### src/design/exec_pkg.sv
package exec_pkg;

//register file geometry
localparam int NUM_REGS  = 8;
localparam int REG_IDX_W = 3;

//payload width of the stage structs
localparam int WORD_W = 16;
//immediate field as carried in the instruction
localparam int IMM_W  = 4;

typedef logic [WORD_W-1:0]    word_t;
typedef logic [REG_IDX_W-1:0] reg_idx_t;
typedef logic [IMM_W-1:0]     imm_t;

typedef enum logic [2:0] {
    ALU_ADD = 3'd0,
    ALU_SUB = 3'd1,
    ALU_AND = 3'd2,
    ALU_OR  = 3'd3,
    ALU_XOR = 3'd4,
    ALU_SLL = 3'd5,
    ALU_SRL = 3'd6,
    //unsigned compare
    ALU_SLT = 3'd7
} alu_op_e;

typedef enum logic [1:0] {
    OP1_RS1  = 2'd0,
    OP1_ZERO = 2'd1
} op1_src_e;

//2'd3 left undefined
typedef enum logic [1:0] {
    OP2_RS2 = 2'd0,
    OP2_IMM = 2'd1,
    OP2_ONE = 2'd2
} op2_src_e;

//instruction word as seen on the core input, 20 bits
typedef struct packed {
    alu_op_e  alu_op;
    op1_src_e op1_src;
    op2_src_e op2_src;
    reg_idx_t rd_idx;
    reg_idx_t rs1_idx;
    reg_idx_t rs2_idx;
    imm_t     imm;
} instr_s;

typedef struct packed {
    logic     valid;
    reg_idx_t rd_idx;
    logic     rd_we;
    //source indices kept for forwarding in e1
    reg_idx_t rs1_idx;
    reg_idx_t rs2_idx;
    word_t    rs1_rdata;
    word_t    rs2_rdata;
    imm_t     imm;
    alu_op_e  alu_op;
    op1_src_e op1_src;
    op2_src_e op2_src;
} d_to_e1_s;

typedef struct packed {
    logic     valid;
    reg_idx_t rd_idx;
    logic     rd_we;
    word_t    alu_result;
} e1_to_e2_s;

//retired write, visible at the top
typedef struct packed {
    logic     valid;
    reg_idx_t rd_idx;
    word_t    data;
} wb_s;

endpackage : exec_pkg
### src/design/exec_core_top.sv
`timescale 1ns/1ps

module exec_core_top #(
    parameter int DATA_W = 16
) (
    //clock and reset
    input  logic             i_clk,
    input  logic             i_rst_n,

    //instruction in
    input  logic             i_instr_valid,
    input  exec_pkg::instr_s i_instr,

    //hazard levels, never both high
    input  logic             i_stall,
    input  logic             i_flush,

    //retired writes
    output exec_pkg::wb_s    o_wb
);

//decode <-> regfile read
logic [exec_pkg::REG_IDX_W-1:0] rs1_idx;
logic [exec_pkg::REG_IDX_W-1:0] rs2_idx;
logic [DATA_W-1:0]              rs1_rdata;
logic [DATA_W-1:0]              rs2_rdata;

//wb -> regfile write
logic                           rf_we;
logic [exec_pkg::REG_IDX_W-1:0] rf_idx;
logic [DATA_W-1:0]              rf_data;

//stage structs
exec_pkg::d_to_e1_s             d_to_e1;
exec_pkg::e1_to_e2_s            e1_to_e2;

exec_regfile #(
    .DATA_W(DATA_W)
) regfile (
    .i_clk(i_clk),
    .i_rst_n(i_rst_n),
    .i_rs1_idx(rs1_idx),
    .i_rs2_idx(rs2_idx),
    .o_rs1_rdata(rs1_rdata),
    .o_rs2_rdata(rs2_rdata),
    .i_we(rf_we),
    .i_wr_idx(rf_idx),
    .i_wr_data(rf_data)
);

exec_stage_decode stage_d (
    .i_clk(i_clk),
    .i_rst_n(i_rst_n),
    .i_instr_valid(i_instr_valid),
    .i_instr(i_instr),
    .i_stall(i_stall),
    .i_flush(i_flush),
    .o_rs1_idx(rs1_idx),
    .o_rs2_idx(rs2_idx),
    .i_rs1_rdata(rs1_rdata),
    .i_rs2_rdata(rs2_rdata),
    .o_d_to_e1(d_to_e1)
);

exec_stage_e1 #(
    .DATA_W(DATA_W)
) stage_e1 (
    .i_clk(i_clk),
    .i_rst_n(i_rst_n),
    .i_stall(i_stall),
    .i_flush(i_flush),
    .i_d_to_e1(d_to_e1),
    .o_e1_to_e2(e1_to_e2)
);

exec_stage_wb stage_wb (
    .i_clk(i_clk),
    .i_rst_n(i_rst_n),
    .i_stall(i_stall),
    .i_e1_to_e2(e1_to_e2),
    .o_rf_we(rf_we),
    .o_rf_idx(rf_idx),
    .o_rf_data(rf_data),
    .o_wb(o_wb)
);

endmodule : exec_core_top

### src/design/exec_stage_wb.sv
`timescale 1ns/1ps

module exec_stage_wb (
    //clock and reset
    input  logic                           i_clk,
    input  logic                           i_rst_n,

    input  logic                           i_stall,

    //from e1
    input  exec_pkg::e1_to_e2_s            i_e1_to_e2,

    //register file write
    output logic                           o_rf_we,
    output logic [exec_pkg::REG_IDX_W-1:0] o_rf_idx,
    output exec_pkg::word_t                o_rf_data,

    //retired write
    output exec_pkg::wb_s                  o_wb
);

//write lands on the same edge that retires the entry
assign o_rf_we   = i_e1_to_e2.valid && i_e1_to_e2.rd_we && !i_stall;
assign o_rf_idx  = i_e1_to_e2.rd_idx;
assign o_rf_data = i_e1_to_e2.alu_result;

always_ff @(posedge i_clk) begin
    if (!i_rst_n) begin
        o_wb.valid <= 1'b0;
    end else begin
        o_wb.valid <= i_e1_to_e2.valid && !i_stall;
    end

    if (!i_stall) begin
        o_wb.rd_idx <= i_e1_to_e2.rd_idx;
        //x0 retires with zero data
        o_wb.data   <= i_e1_to_e2.rd_we ? i_e1_to_e2.alu_result : '0;
    end
end

//a held entry stays in e1 and does not retire during the stall
assert property (@(posedge i_clk) disable iff (!i_rst_n)
    (i_stall && i_e1_to_e2.valid) |=> (i_e1_to_e2.valid && !o_wb.valid));

endmodule : exec_stage_wb

### src/design/exec_stage_e1.sv
`timescale 1ns/1ps

module exec_stage_e1 #(
    parameter int DATA_W = 16
) (
    //clock and reset
    input  logic                i_clk,
    input  logic                i_rst_n,

    //hazard levels
    input  logic                i_stall,
    input  logic                i_flush,

    //from decode
    input  exec_pkg::d_to_e1_s  i_d_to_e1,

    //to writeback
    output exec_pkg::e1_to_e2_s o_e1_to_e2
);

//stage structs are fixed at the package width
if (DATA_W != exec_pkg::WORD_W) begin : g_width_check
    $error("DATA_W must equal exec_pkg::WORD_W");
end

logic [1:0][DATA_W-1:0] alu_operands;
logic [DATA_W-1:0]      alu_result;
logic [DATA_W-1:0]      imm_ext;
logic [DATA_W-1:0]      rs1;
logic [DATA_W-1:0]      rs2;
logic                   fwd_rs1;
logic                   fwd_rs2;

exec_alu #(
    .DATA_W(DATA_W)
) alu (
    .i_operands(alu_operands),
    .i_op(i_d_to_e1.alu_op),
    .o_result(alu_result)
);

//only in-flight producer is our own output register
//two ahead is covered by regfile write-through
assign fwd_rs1 = o_e1_to_e2.valid && o_e1_to_e2.rd_we
    && (o_e1_to_e2.rd_idx == i_d_to_e1.rs1_idx);
assign fwd_rs2 = o_e1_to_e2.valid && o_e1_to_e2.rd_we
    && (o_e1_to_e2.rd_idx == i_d_to_e1.rs2_idx);

assign rs1 = fwd_rs1 ? o_e1_to_e2.alu_result : i_d_to_e1.rs1_rdata;
assign rs2 = fwd_rs2 ? o_e1_to_e2.alu_result : i_d_to_e1.rs2_rdata;

//zero extended
assign imm_ext = DATA_W'(i_d_to_e1.imm);

//op1
always_comb begin
    unique case (i_d_to_e1.op1_src)
        exec_pkg::OP1_RS1:  alu_operands[0] = rs1;
        exec_pkg::OP1_ZERO: alu_operands[0] = '0;
        default:            alu_operands[0] = '0;
    endcase
end

//op2
always_comb begin
    unique case (i_d_to_e1.op2_src)
        exec_pkg::OP2_RS2: alu_operands[1] = rs2;
        exec_pkg::OP2_IMM: alu_operands[1] = imm_ext;
        exec_pkg::OP2_ONE: alu_operands[1] = DATA_W'(1);
        default:           alu_operands[1] = '0;
    endcase
end

//execute register
always_ff @(posedge i_clk) begin
    if (!i_rst_n) begin
        o_e1_to_e2.valid <= 1'b0;
    end else if (i_flush) begin
        o_e1_to_e2.valid <= 1'b0;
    end else if (!i_stall) begin
        o_e1_to_e2.valid <= i_d_to_e1.valid;
    end

    if (!i_stall) begin
        //passthroughs
        o_e1_to_e2.rd_idx     <= i_d_to_e1.rd_idx;
        o_e1_to_e2.rd_we      <= i_d_to_e1.rd_we;
        o_e1_to_e2.alu_result <= alu_result;
    end
end

//hazard controls are exclusive
assert property (@(posedge i_clk) disable iff (!i_rst_n) !(i_flush && i_stall));

endmodule : exec_stage_e1

### src/design/exec_stage_decode.sv
`timescale 1ns/1ps

module exec_stage_decode (
    //clock and reset
    input  logic                           i_clk,
    input  logic                           i_rst_n,

    //instruction in, plain strobe
    input  logic                           i_instr_valid,
    input  exec_pkg::instr_s               i_instr,

    //hazard levels
    input  logic                           i_stall,
    input  logic                           i_flush,

    //register file read
    output logic [exec_pkg::REG_IDX_W-1:0] o_rs1_idx,
    output logic [exec_pkg::REG_IDX_W-1:0] o_rs2_idx,
    input  exec_pkg::word_t                i_rs1_rdata,
    input  exec_pkg::word_t                i_rs2_rdata,

    //to e1
    output exec_pkg::d_to_e1_s             o_d_to_e1
);

exec_pkg::d_to_e1_s d_next;

//read indices straight from the instruction
assign o_rs1_idx = i_instr.rs1_idx;
assign o_rs2_idx = i_instr.rs2_idx;

//field split
always_comb begin
    d_next.valid     = i_instr_valid;
    d_next.rd_idx    = i_instr.rd_idx;
    //no write for x0
    d_next.rd_we     = (i_instr.rd_idx != '0);
    d_next.rs1_idx   = i_instr.rs1_idx;
    d_next.rs2_idx   = i_instr.rs2_idx;
    d_next.rs1_rdata = i_rs1_rdata;
    d_next.rs2_rdata = i_rs2_rdata;
    d_next.imm       = i_instr.imm;
    d_next.alu_op    = i_instr.alu_op;
    d_next.op1_src   = i_instr.op1_src;
    d_next.op2_src   = i_instr.op2_src;
end

//decode register
always_ff @(posedge i_clk) begin
    if (!i_rst_n) begin
        o_d_to_e1.valid <= 1'b0;
    end else if (i_flush) begin
        o_d_to_e1.valid <= 1'b0;
    end else if (!i_stall) begin
        o_d_to_e1.valid <= d_next.valid;
    end

    //payload only moves when not stalled
    if (!i_stall) begin
        o_d_to_e1.rd_idx    <= d_next.rd_idx;
        o_d_to_e1.rd_we     <= d_next.rd_we;
        o_d_to_e1.rs1_idx   <= d_next.rs1_idx;
        o_d_to_e1.rs2_idx   <= d_next.rs2_idx;
        o_d_to_e1.rs1_rdata <= d_next.rs1_rdata;
        o_d_to_e1.rs2_rdata <= d_next.rs2_rdata;
        o_d_to_e1.imm       <= d_next.imm;
        o_d_to_e1.alu_op    <= d_next.alu_op;
        o_d_to_e1.op1_src   <= d_next.op1_src;
        o_d_to_e1.op2_src   <= d_next.op2_src;
    end
end

//an accepted instruction never carries the unused op2 encoding into e1
assert property (@(posedge i_clk) disable iff (!i_rst_n)
    (i_instr_valid && !i_stall && !i_flush) |->
        (i_instr.op2_src inside {exec_pkg::OP2_RS2, exec_pkg::OP2_IMM, exec_pkg::OP2_ONE}));

endmodule : exec_stage_decode

### src/design/exec_regfile.sv
`timescale 1ns/1ps

module exec_regfile #(
    parameter int DATA_W = 16
) (
    input  logic                               i_clk,
    input  logic                               i_rst_n,

    //read ports, combinational
    input  logic [exec_pkg::REG_IDX_W-1:0]     i_rs1_idx,
    input  logic [exec_pkg::REG_IDX_W-1:0]     i_rs2_idx,
    output logic [DATA_W-1:0]                  o_rs1_rdata,
    output logic [DATA_W-1:0]                  o_rs2_rdata,

    //write port
    input  logic                               i_we,
    input  logic [exec_pkg::REG_IDX_W-1:0]     i_wr_idx,
    input  logic [DATA_W-1:0]                  i_wr_data
);

//x0 has no storage
logic [DATA_W-1:0] regs [1:exec_pkg::NUM_REGS-1];

//x0 reads zero, then write-through, then storage
function automatic logic [DATA_W-1:0] read_port(input logic [exec_pkg::REG_IDX_W-1:0] idx);
    if (idx == '0) begin
        return '0;
    end else if (i_we && (idx == i_wr_idx)) begin
        return i_wr_data;
    end
    return regs[idx];
endfunction

//reads follow the storage and the write port as well as the index
always_comb begin
    o_rs1_rdata = read_port(i_rs1_idx);
    o_rs2_rdata = read_port(i_rs2_idx);
end

always_ff @(posedge i_clk) begin
    if (!i_rst_n) begin
        for (int i = 1; i < exec_pkg::NUM_REGS; i++) begin
            regs[i] <= '0;
        end
    end else if (i_we && (i_wr_idx != '0)) begin
        regs[i_wr_idx] <= i_wr_data;
    end
end

//wb never requests a write to x0
assert property (@(posedge i_clk) disable iff (!i_rst_n) i_we |-> (i_wr_idx != '0));

endmodule : exec_regfile

### src/design/exec_alu.sv
`timescale 1ns/1ps

module exec_alu #(
    parameter int DATA_W = 16
) (
    //operand 1 in [0], operand 2 in [1]
    input  logic [1:0][DATA_W-1:0] i_operands,
    input  exec_pkg::alu_op_e      i_op,
    output logic [DATA_W-1:0]      o_result
);

logic [DATA_W-1:0] op1;
logic [DATA_W-1:0] op2;
//shift amount from the low four bits only
logic [3:0]        shamt;

assign op1   = i_operands[0];
assign op2   = i_operands[1];
assign shamt = op2[3:0];

always_comb begin
    unique case (i_op)
        exec_pkg::ALU_ADD: o_result = op1 + op2;
        exec_pkg::ALU_SUB: o_result = op1 - op2;
        exec_pkg::ALU_AND: o_result = op1 & op2;
        exec_pkg::ALU_OR:  o_result = op1 | op2;
        exec_pkg::ALU_XOR: o_result = op1 ^ op2;
        exec_pkg::ALU_SLL: o_result = op1 << shamt;
        //logical, zero fill
        exec_pkg::ALU_SRL: o_result = op1 >> shamt;
        //both operands treated as unsigned
        exec_pkg::ALU_SLT: o_result = DATA_W'(op1 < op2);
    endcase
end

endmodule : exec_alu

### config.mk
export PLATFORM = sky130hd
export DESIGN_NAME = exec_core_top
export DESIGN_NICKNAME = d
export VERILOG_FILES = /design/src/design/exec_pkg.sv /design/src/design/exec_core_top.sv /design/src/design/exec_stage_wb.sv /design/src/design/exec_stage_e1.sv /design/src/design/exec_stage_decode.sv /design/src/design/exec_regfile.sv /design/src/design/exec_alu.sv
export SDC_FILE = /design/constraint.sdc
export NUM_CORES = 1
export LEC_CHECK = 0
export ABC_CLOCK_PERIOD_IN_PS = 5200
export BUFFER_PORTS_ARGS = -buffer_cell sky130_fd_sc_hd__buf_2
export CORE_MARGIN = 2
export CORE_UTILIZATION = 35
export DETAILED_ROUTE_END_ITERATION = 10
export PLACE_DENSITY = 0.48
export SYNTH_ARGS = -nofsm -noshare
export SYNTH_HDL_FRONTEND = slang
export SYNTH_SLANG_ARGS = --single-unit
### constraint.sdc
create_clock -name i_clk -period 5.2 [get_ports i_clk]
set_clock_uncertainty 0.15 [all_clocks]
set_input_delay 0.26 -clock i_clk [delete_from_list [all_inputs] [get_ports i_clk]]
set_output_delay 0.26 -clock i_clk [all_outputs]
set_load 0.01 [all_outputs]
==> results of run 1 <==
stage by stage:
| stage | area, µm² | utilization (%) | power (µW) |
|---|---|---|---|
| global placement | 15200 | 37.3 | 3090 |
| finish | 16200 | 39.8 | 4840 |
| floorplan | 14400 | - | 2800 |
| CTS | 16200 | 39.8 | 4880 |
| detailed placement | 15200 | 37.3 | 3080 |
| global route | 16200 | 39.8 | 5050 |
path summary, 6_finish.rpt:
check                                                to  slack [ps]  depth (start not counted)
worst max-delay path            stage_e1.o_e1_to_e2[13]         390                         15
worst min-delay path                  stage_wb.o_wb[19]          30                          2
worst max register to register  stage_e1.o_e1_to_e2[13]         390                         15
worst min register to register  stage_e1.o_e1_to_e2[19]         270                          0
logic make-up (layout without fill, tap and decap cells):
family | Yosys count | after routing | synth area share [%]
DFF | 223 | 223 | 46.4
xor gates and xnor gates | 25 | 25 | 1.63
adders and majority gates | 51 | 51 | 4.54
buffers and inverters | 160 | 198 | 4.65
AOI/OAI and AO/OA | 312 | 312 | 14.8
muxes | 109 | 109 | 11.8
and+or+nand+nor | 436 | 436 | 16.1
other | 1 | 16 | 0.0261
cells in the final DEF (no fill, tap or decap), types with 5 or more instances in the layout:
cell and n:
nand3_1 13, conb_1 16, buf_2 44, o221ai_1 8, a211oi_1 32, o211ai_1 22, o22ai_1 41, o21ai_0 36
nor2_1 114, nand2b_1 27, xnor2_1 15, ha_1 49, xor2_1 8, dlygate4sd3_1 21, a31oi_1 5, or2_2 22
and2_1 131, mux2i_1 59, clkbuf_16 27, a22oi_1 10, o21ai_1 7, nor2b_1 7, nor3_1 33, mux4_2 48
inv_1 47, edfxtp_1 220, clkinv_1 6, o31ai_1 6, nand2_1 55, buf_4 37, a21oi_1 82, or3_1 6
critical path, delay by kind of cell, from the launching register on:
| kind | cells | cell delay (ps) |
|---|---|---|
| AOI/OAI and AO/OA | 7 | 1490 |
| xor gates and xnor gates | 2 | 500 |
| adders and majority gates | 1 | 440 |
| buffers and inverters | 2 | 480 |
| DFF | 1 | 460 |
| muxes | 1 | 400 |
| and+or+nand+nor | 2 | 610 |
timing repair:
item / in CTS / in global routing
hold endpoints to repair: 18 / 0
endpoints found under the setup margin: 0 / 1
hold buffers: 21 / 0
gates resized for setup: 0 / 1
final cells by class:
class	instances	area [µm²]	share of cell area, %
clock buffer	30	687	4.24
clock inverter	14	125	0.773
inverter	52	198	1.22
multi-input combinational	949	7130	44.1
sequential	223	6670	41.2
tap	532	666	4.11
timing repair buffer	102	708	4.38
power by group through the flow:
stage	combinational (µW)	sequential [µW]	clock, µW
after floorplan	613	2180	0
after global placement	834	2250	0
after detailed placement	832	2250	0
after CTS	847	2220	1820
after global routing	926	2230	1890
final	850	2210	1780
layer usage:
metal	routed length, µm	vias to the layer above
li1	-	4969
met1	19200	5259
met2	20400	265
met3	2020	65
met4	958	2
met5	9	-
synthesized netlist by cell type (all sizes together) (23+ instances only):
master  instances
nand2          55
a211oi         35
and2          131
mux4           48
o22ai          41
edfxtp        220
buf            30
o21ai          43
clkbuf         78
o211ai         23
nor3           36
ha             49
a21oi          89
nand2b         27
inv            51
mux2i          61
nor2          117
state kept, by name, summed over array words and instances (netlist names):
register,cells
stage_d.o_d_to_e1,54
stage_e1.o_e1_to_e2,21
regfile.regs,128
stage_wb.o_wb,20
==> reports/results.tsv, run 1 <==
metric	value	unit
pre-CTS WS	317	ps
I/O Pins	45	
crit path max fanout	13	
Hold Path Origin	i_rst_n	
initial antenna violation count	1	
GR Util met2	33.3	%
synthesized cell area	0.0144	mm²
Seq pwr share	45.7	%
power per standard cell area	299	mW/mm²
Netlist cell types	80	
fill cell count	3947	
element type at the critical path start	flip-flop	
Post-CTS Setup Inserts	0	
Sw Ratio	28.5	%
type of the worst min-delay path	in -> reg	
Worst EP required	5320	ps
critical path cell sequence	xor2_1, nor4_4, buf_4, mux2i_1, nor2_1, ha_1, o21ai_0, a21oi_1, buf_4, o311ai_0, a31oi_1, a21oi_1, o22ai_1, xnor2_1, o2111ai_1	
synthesis-to-layout area growth	12.6	%
Total Routing Usage GR	20.2	%
Non-Filler Instances	1902	
Clock power frac	36.7	%
Clock Path Buffers	3	
top achievable clock speed	0.208	GHz
TritonCTS clock tree	yes	
Worst-Skew Late Latency	540	ps
Die Wd	207	µm
met1 usage	27.7	%
Synth area leaders	edfxtp_1 46%, mux4_2 7.5%, and2_1 5.7%, ha_1 4.3%, mux2i_1 4.1%	
worst r2r src	stage_e1.o_e1_to_e2[19]	
fin. max-slew vios	0	
CP max-delay cell	o311ai_0	
Post-Syn Instances	1317	
Port Buf Inserts	44	
GRT met3 Usage	2.97	%
number of max-cap violations	0	
hold violation count in the final report	0	
ys flop type	edfxtp_1	
number of global-route vias before repair	10400	
Yosys reg bits	223	
DRC Markers	0	
Worst Setup End Kind	flip-flop	
worst-margin pin slew	1080	ps
Worst Path Arrival	4930	ps
CP startpoint	stage_e1.o_e1_to_e2[19]	
wire length per cell	22.4	µm
Detail Route Antenna Nets	0	
Core ar.	0.0406	mm²
share of cells above drive strength 1	16.8	%
EDFF count, synth	220	
Synth area leader	edfxtp_1	
cell row count	74	
Ys Warns	0	
Die Y-Extent	207	µm
Crit path largest cell delay	620	ps
Comb pwr share	17.6	%
LEAKAGE	0.00605	µW
fin crit period	4810	ps
antenna cell count	0	
Yosys top cell area share	45.9	%
Worst-path clk slew	60	ps
Layout Nets	1430	
IR Drop Worst-Case VDD	0.000229	V
Slew HR	27.4	%
status	complete, no violations	
layer with the highest usage	met2	
sequential share of the synthesized area	46.4	%
die area	0.0427	mm²
setup TNS	0	ps
DR pass1 iterations	5	
worst setup margin	390	ps
internal power	3460	µW
Switch Pwr	1380	µW
first-pass GRT wire length	65100	µm
DR vias/cell	5.55	
gp weighted congestion	0.896	
Post-Route WL	42600	µm
Iter 0 DRT Violations	801	
Clock Sinks	223	
Starting Density	35.4	%
Synth Area per Inst	10.9	µm²
largest net degree at the start of global routing	70	
RSZ-0062 raised after global routing	no	
grt total ovfl	0	
CTS Buf Count	26	
CTS H-tree depth	1	
Root Driver	clkbuf_16	
WHS	29.2	ps
routed vias	10600	
CP Class	reg -> reg	
FFs w/ async S/R, synth	0	%
Tcrit/Tclk final	92.5	%
hpwl dp	29900	µm
Final setup viols	0	
dpl cells	1837	
No activity file was read; power rests on OpenSTA's default activity.
==> run 2, diff against run 1 <==
CORE_UTILIZATION = 40   (was 35)
PLACE_DENSITY = 0.53   (was 0.48)
==> reports/results.tsv, run 2 (synthesized netlist as in run 1, its figures left out) <==
metric	value	unit
first-pass GRT wire length	65000	µm
Largest regs	regfile.regs: 128 flops, stage_d.o_d_to_e1: 54 flops, stage_e1.o_e1_to_e2: 21 flops	
top achievable clock speed	0.209	GHz
Iter 0 DRT Violations	801	
gp weighted congestion	0.907	
CTS H-tree depth	1	
worst r2r src	stage_e1.o_e1_to_e2[20]	
initial antenna violation count	1	
Starting Density	40.5	%
post_cts resized	0	
DR vias/cell	5.76	
RSZ-0062 raised after global routing	no	
Port Buf Inserts	44	
Die Wd	194	µm
Final setup viols	0	
Worst-Skew Late Latency	530	ps
fill cell count	3329	
die area	0.0375	mm²
Tcrit/Tclk final	92.2	%
Layout Nets	1429	
CP startpoint	stage_e1.o_e1_to_e2[20]	
element type at the critical path start	flip-flop	
final core utilization	45.4	%
Slew HR	22.0	%
setup TNS	0	ps
share of cells above drive strength 1	16.6	%
Core ar.	0.0355	mm²
synthesis-to-layout area growth	11.9	%
number of global-route vias before repair	10600	
hpwl dp	29700	µm
Worst Path Arrival	4910	ps
fin. max-slew vios	0	
wire length per cell	23.1	µm
Critical R2R Capture	stage_e1.o_e1_to_e2[14]	
Detail Route Antenna Nets	0	
Clock Path Buffers	3	
hold violation count in the final report	0	
routed vias	10600	
IR Drop Worst-Case VDD	0.000238	V
crit path max fanout	12	
worst-margin pin slew	1170	ps
CTS Buf Count	26	
number of max-cap violations	0	
fin crit period	4800	ps
Root Driver	clkbuf_16	
CP Class	reg -> reg	
most frequent cells in the layout	220 x edfxtp_1, 131 x and2_1, 114 x nor2_1	
DR pass1 iterations	5	
critical path endpoint	stage_e1.o_e1_to_e2[14]	
TritonCTS clock tree	yes	
DRC Markers	0	
Total Routing Usage GR	22.3	%
cell row count	69	
grt total ovfl	0	
R2R setup slack	400	ps
Clock Sinks	223	
Worst Setup End Kind	flip-flop	
type of the worst min-delay path	in -> reg	
Worst-path clk slew	60	ps
I/O Pins	45	
total power	4830	µW
Worst EP required	5310	ps
number of flip-flops under the largest register name	128	
LEAKAGE	0.00606	µW
status	complete, no violations	
Post-Route WL	42300	µm
Reg2Reg Depth	15	
Largest Register	regfile.regs	
Die Y-Extent	194	µm
power per standard cell area	300	mW/mm²
largest net degree at the start of global routing	73	
commonest non-fill, non-tap cell in the layout	edfxtp_1	
antenna cell count	0	
## run 2: cell types whose count changed in the layout (fill, tap and decap cells not counted)
| cell | previous run | this run |
|---|---|---|
| clkinv_1 | 6 | 4 |
| clkinvlp_4 | 3 | 0 |
| clkbuf_8 | 0 | 3 |
| clkbuf_1 | 3 | 6 |
| nor3_1 | 33 | 34 |
| inv_6 | 1 | 0 |
| a221oi_1 | 3 | 4 |
| dlygate4sd3_1 | 21 | 22 |
| clkinv_4 | 0 | 3 |
| bufinv_16 | 2 | 1 |
| a221oi_2 | 4 | 3 |
| buf_4 | 37 | 35 |
| nor3_2 | 3 | 2 |
| clkinv_2 | 3 | 4 |
## run 2: worst min-delay path by stage
stage	from	to	cells after the start
CTS	i_rst_n	stage_wb.o_wb[19]	2
floorplan	i_instr[13]	stage_d.o_d_to_e1[0]	0
global placement	stage_d.o_d_to_e1[50]	stage_e1.o_e1_to_e2[17]	0
global route	i_rst_n	stage_wb.o_wb[19]	2
finish	i_rst_n	stage_wb.o_wb[19]	2
detailed placement	stage_d.o_d_to_e1[50]	stage_e1.o_e1_to_e2[17]	0
## run 2: repair_timing
action / in CTS / in global routing
hold endpoints to repair: 19 / 0
hold buffers: 22 / 0
buffers inserted: 0 / 0
## run 2: worst max-delay path, cell delays in order (launching register included)
cell      delay, ps
dfxtp_1         380
nand2_1         230
or4_4           640
buf_4           240
mux2i_1         460
or2_2           240
inv_1            50
ha_1            240
or2_2           310
or3_1           330
o211ai_1        340
a21boi_0        200
o31ai_1         260
a211oi_1        130
xnor2_1         170
o221ai_1        140
## run 2: layout make-up
cell class | count | area, µm² | share of cell area (%)
Clock buffer | 36 | 739 | 4.59
Clock inverter | 11 | 87.6 | 0.544
Inverter | 52 | 198 | 1.23
Multi-Input combinational cell | 949 | 7120 | 44.3
Sequential cell | 223 | 6670 | 41.4
Tap cell | 461 | 577 | 3.58
Timing Repair Buffer | 101 | 703 | 4.37
## run 2: per-stage QoR
stage               cells  cell area, µm²  hold WS [ps]  setup slack (ps)
floorplan            1332           14400           209               671
global placement     1764           15000           254               461
detailed placement   1764           15000           257               490
CTS                  1833           16100          21.9               454
global route         1833           16100          56.5              61.4
finish               1833           16100          43.9               404
## run 2: power breakdown
part / switching [µW] / total [µW] / internal [µW]
combinational: 528 / 845 / 316
clock: 732 / 1770 / 1040
sequential: 110 / 2220 / 2110
total: 1370 / 4830 / 3460
## run 2: metal layers
layer	wire length [µm]	track usage, %	vias up	share of wire, %
met1	19100	30.7	5269	45
met2	20400	37.7	262	48
met4	945	5.77	2	2.2
li1	-	-	4964	-
met5	13	0	-	0.031
met3	1880	2.53	60	4.4
==> run 3, diff against run 2 <==
PLACE_DENSITY = unset   (was 0.53)
==> reports/results.tsv, run 3 (synthesized netlist as in run 1, its figures left out) <==
metric	value	unit
hold violation count in the final report	0	
antenna cell count	0	
Layout Nets	1428	
CP Class	reg -> reg	
Core ar.	0.0355	mm²
CTS H-tree depth	1	
Worst-path clk slew	70	ps
number of global-route vias before repair	10500	
Crit path top cell by count	buf_4	
Die Wd	194	µm
setup TNS	0	ps
first-pass GRT wire length	61800	µm
Largest regs	regfile.regs: 128 flops, stage_d.o_d_to_e1: 54 flops, stage_e1.o_e1_to_e2: 21 flops	
Comb pwr share	16.8	%
IR Drop Worst-Case VDD	0.000385	V
Total Routing Usage GR	20.8	%
DR pass1 iterations	5	
Register Area	0.00667	mm²
TritonCTS clock tree	yes	
Port Buf Inserts	44	
total power	4960	µW
Switch Pwr	1390	µW
Worst-Skew Late Latency	550	ps
Placed Area	0.0151	mm²
layer with the highest usage	met2	
LEAKAGE	0.00608	µW
design area	0.0161	mm²
status	complete, no violations	
GR Util met2	34.3	%
Post-CTS Setup Inserts	0	
DR vias/cell	5.78	
Worst EP required	5320	ps
share of cells above drive strength 1	17.0	%
grt total ovfl	0	
fin. max-slew vios	0	
routed vias	10600	
CP max-delay cell	a221oi_1	
multi-input logic area	0.00714	mm²
Final setup viols	0	
Die Y-Extent	194	µm
type of the worst min-delay path	in -> reg	
fin crit period	4790	ps
I/O Pins	45	
commonest non-fill, non-tap cell in the layout	edfxtp_1	
crit path max fanout	15	
Crit path largest cell delay	520	ps
element type at the critical path start	flip-flop	
top achievable clock speed	0.209	GHz
Clock power frac	38.4	%
power per standard cell area	307	mW/mm²
CTS Buf Count	26	
gp weighted congestion	0.967	
Iter 0 DRT Violations	806	
Detail Route Antenna Nets	0	
largest net degree at the start of global routing	68	
Slew HR	31.7	%
Sw Ratio	28.0	%
fill cell count	3263	
internal power	3570	µW
Post-Route WL	39600	µm
Seq pwr share	44.8	%
cell row count	69	
Root Driver	clkbuf_16	
initial antenna violation count	0	
Clock Sinks	223	
Tcrit/Tclk final	92.0	%
critical path cell sequence	xor2_1, nor4_4, buf_4, mux2i_1, nor2_1, buf_4, inv_1, fa_1, or2_2, a221oi_1, o211ai_1, a21boi_0, o31ai_1, a211oi_1, xnor2_1, o221ai_1	
worst-margin pin slew	1020	ps
synthesis-to-layout area growth	12.3	%
number of max-cap violations	0	
DRC Markers	0	
Clock Path Buffers	3	
RSZ-0062 raised after global routing	no	
Starting Density	40.5	%
most frequent cells in the layout	220 x edfxtp_1, 131 x and2_1, 114 x nor2_1	
Largest Register	regfile.regs	
GRT met3 Usage	2.44	%
number of flip-flops under the largest register name	128	
die area	0.0375	mm²
Worst Setup End Kind	flip-flop	
met1 usage	28.9	%
hpwl dp	28500	µm
wire length per cell	21.7	µm
Worst Path Arrival	4910	ps
==> run 3: power by group through the flow <==
stage | Sequential, µW | Clock, µW | Combinational [µW]
5_1_grt | 2240 | 2000 | 899
6_report | 2220 | 1900 | 831
3_5_place_dp | 2260 | 0 | 806
2_1_floorplan | 2180 | 0 | 613
4_1_cts | 2220 | 1930 | 822
3_3_place_gp | 2260 | 0 | 806
==> run 3: metrics by stage <==
stage	utilization [%]	setup WS, ps	instances	hold slack [ps]
after floorplan	-	671	1332	209
after CTS	45.5	350	1829	38.2
final	45.5	415	1829	48.5
after global placement	42.4	516	1765	286
after global routing	45.5	68.7	1829	45.0
after detailed placement	42.4	362	1765	289
==> run 3: path summary, 6_finish.rpt <==
path	from	slack, ps	to	depth (start not counted)
worst min-delay path	i_rst_n	50	stage_wb.o_wb[19]	2
worst max-delay path	stage_e1.o_e1_to_e2[19]	410	stage_e1.o_e1_to_e2[14]	16
worst max register to register	stage_e1.o_e1_to_e2[19]	410	stage_e1.o_e1_to_e2[14]	16
worst min register to register	stage_d.o_d_to_e1[49]	300	stage_e1.o_e1_to_e2[16]	0
==> run 3: area by class of cell <==
cell class	count	area share [%]
Clock inverter	15	1.22
Sequential cell	223	41.3
Multi-Input combinational cell	949	44.2
Inverter	52	1.22
Timing Repair Buffer	100	4.28
Tap cell	461	3.57
Clock buffer	29	4.23
==> run 3: critical path: cells and delay by family, from the launching register on <==
kind / cells / cell delay, ps
compound gates: 6 / 1600
xor+xnor: 2 / 390
fa+ha+maj: 1 / 380
buf+inv: 3 / 570
flops: 1 / 460
mux: 1 / 160
simple gates: 3 / 790
==> run 3: repair_timing <==
| item | 4_1_cts | 5_1_grt |
|---|---|---|
| gates resized for setup | 0 | 1 |
| setup endpoints to repair | 0 | 1 |
| hold endpoints to repair | 17 | 0 |
| hold buffers | 20 | 0 |
==> run 3: routing by layer <==
layer	share of wire (%)	wire length (µm)	vias to the layer above
li1	-	-	4964
met1	45	17800	5205
met2	48	18800	325
met3	4.9	1950	79
met4	2.8	1090	0
met5	0	0	-
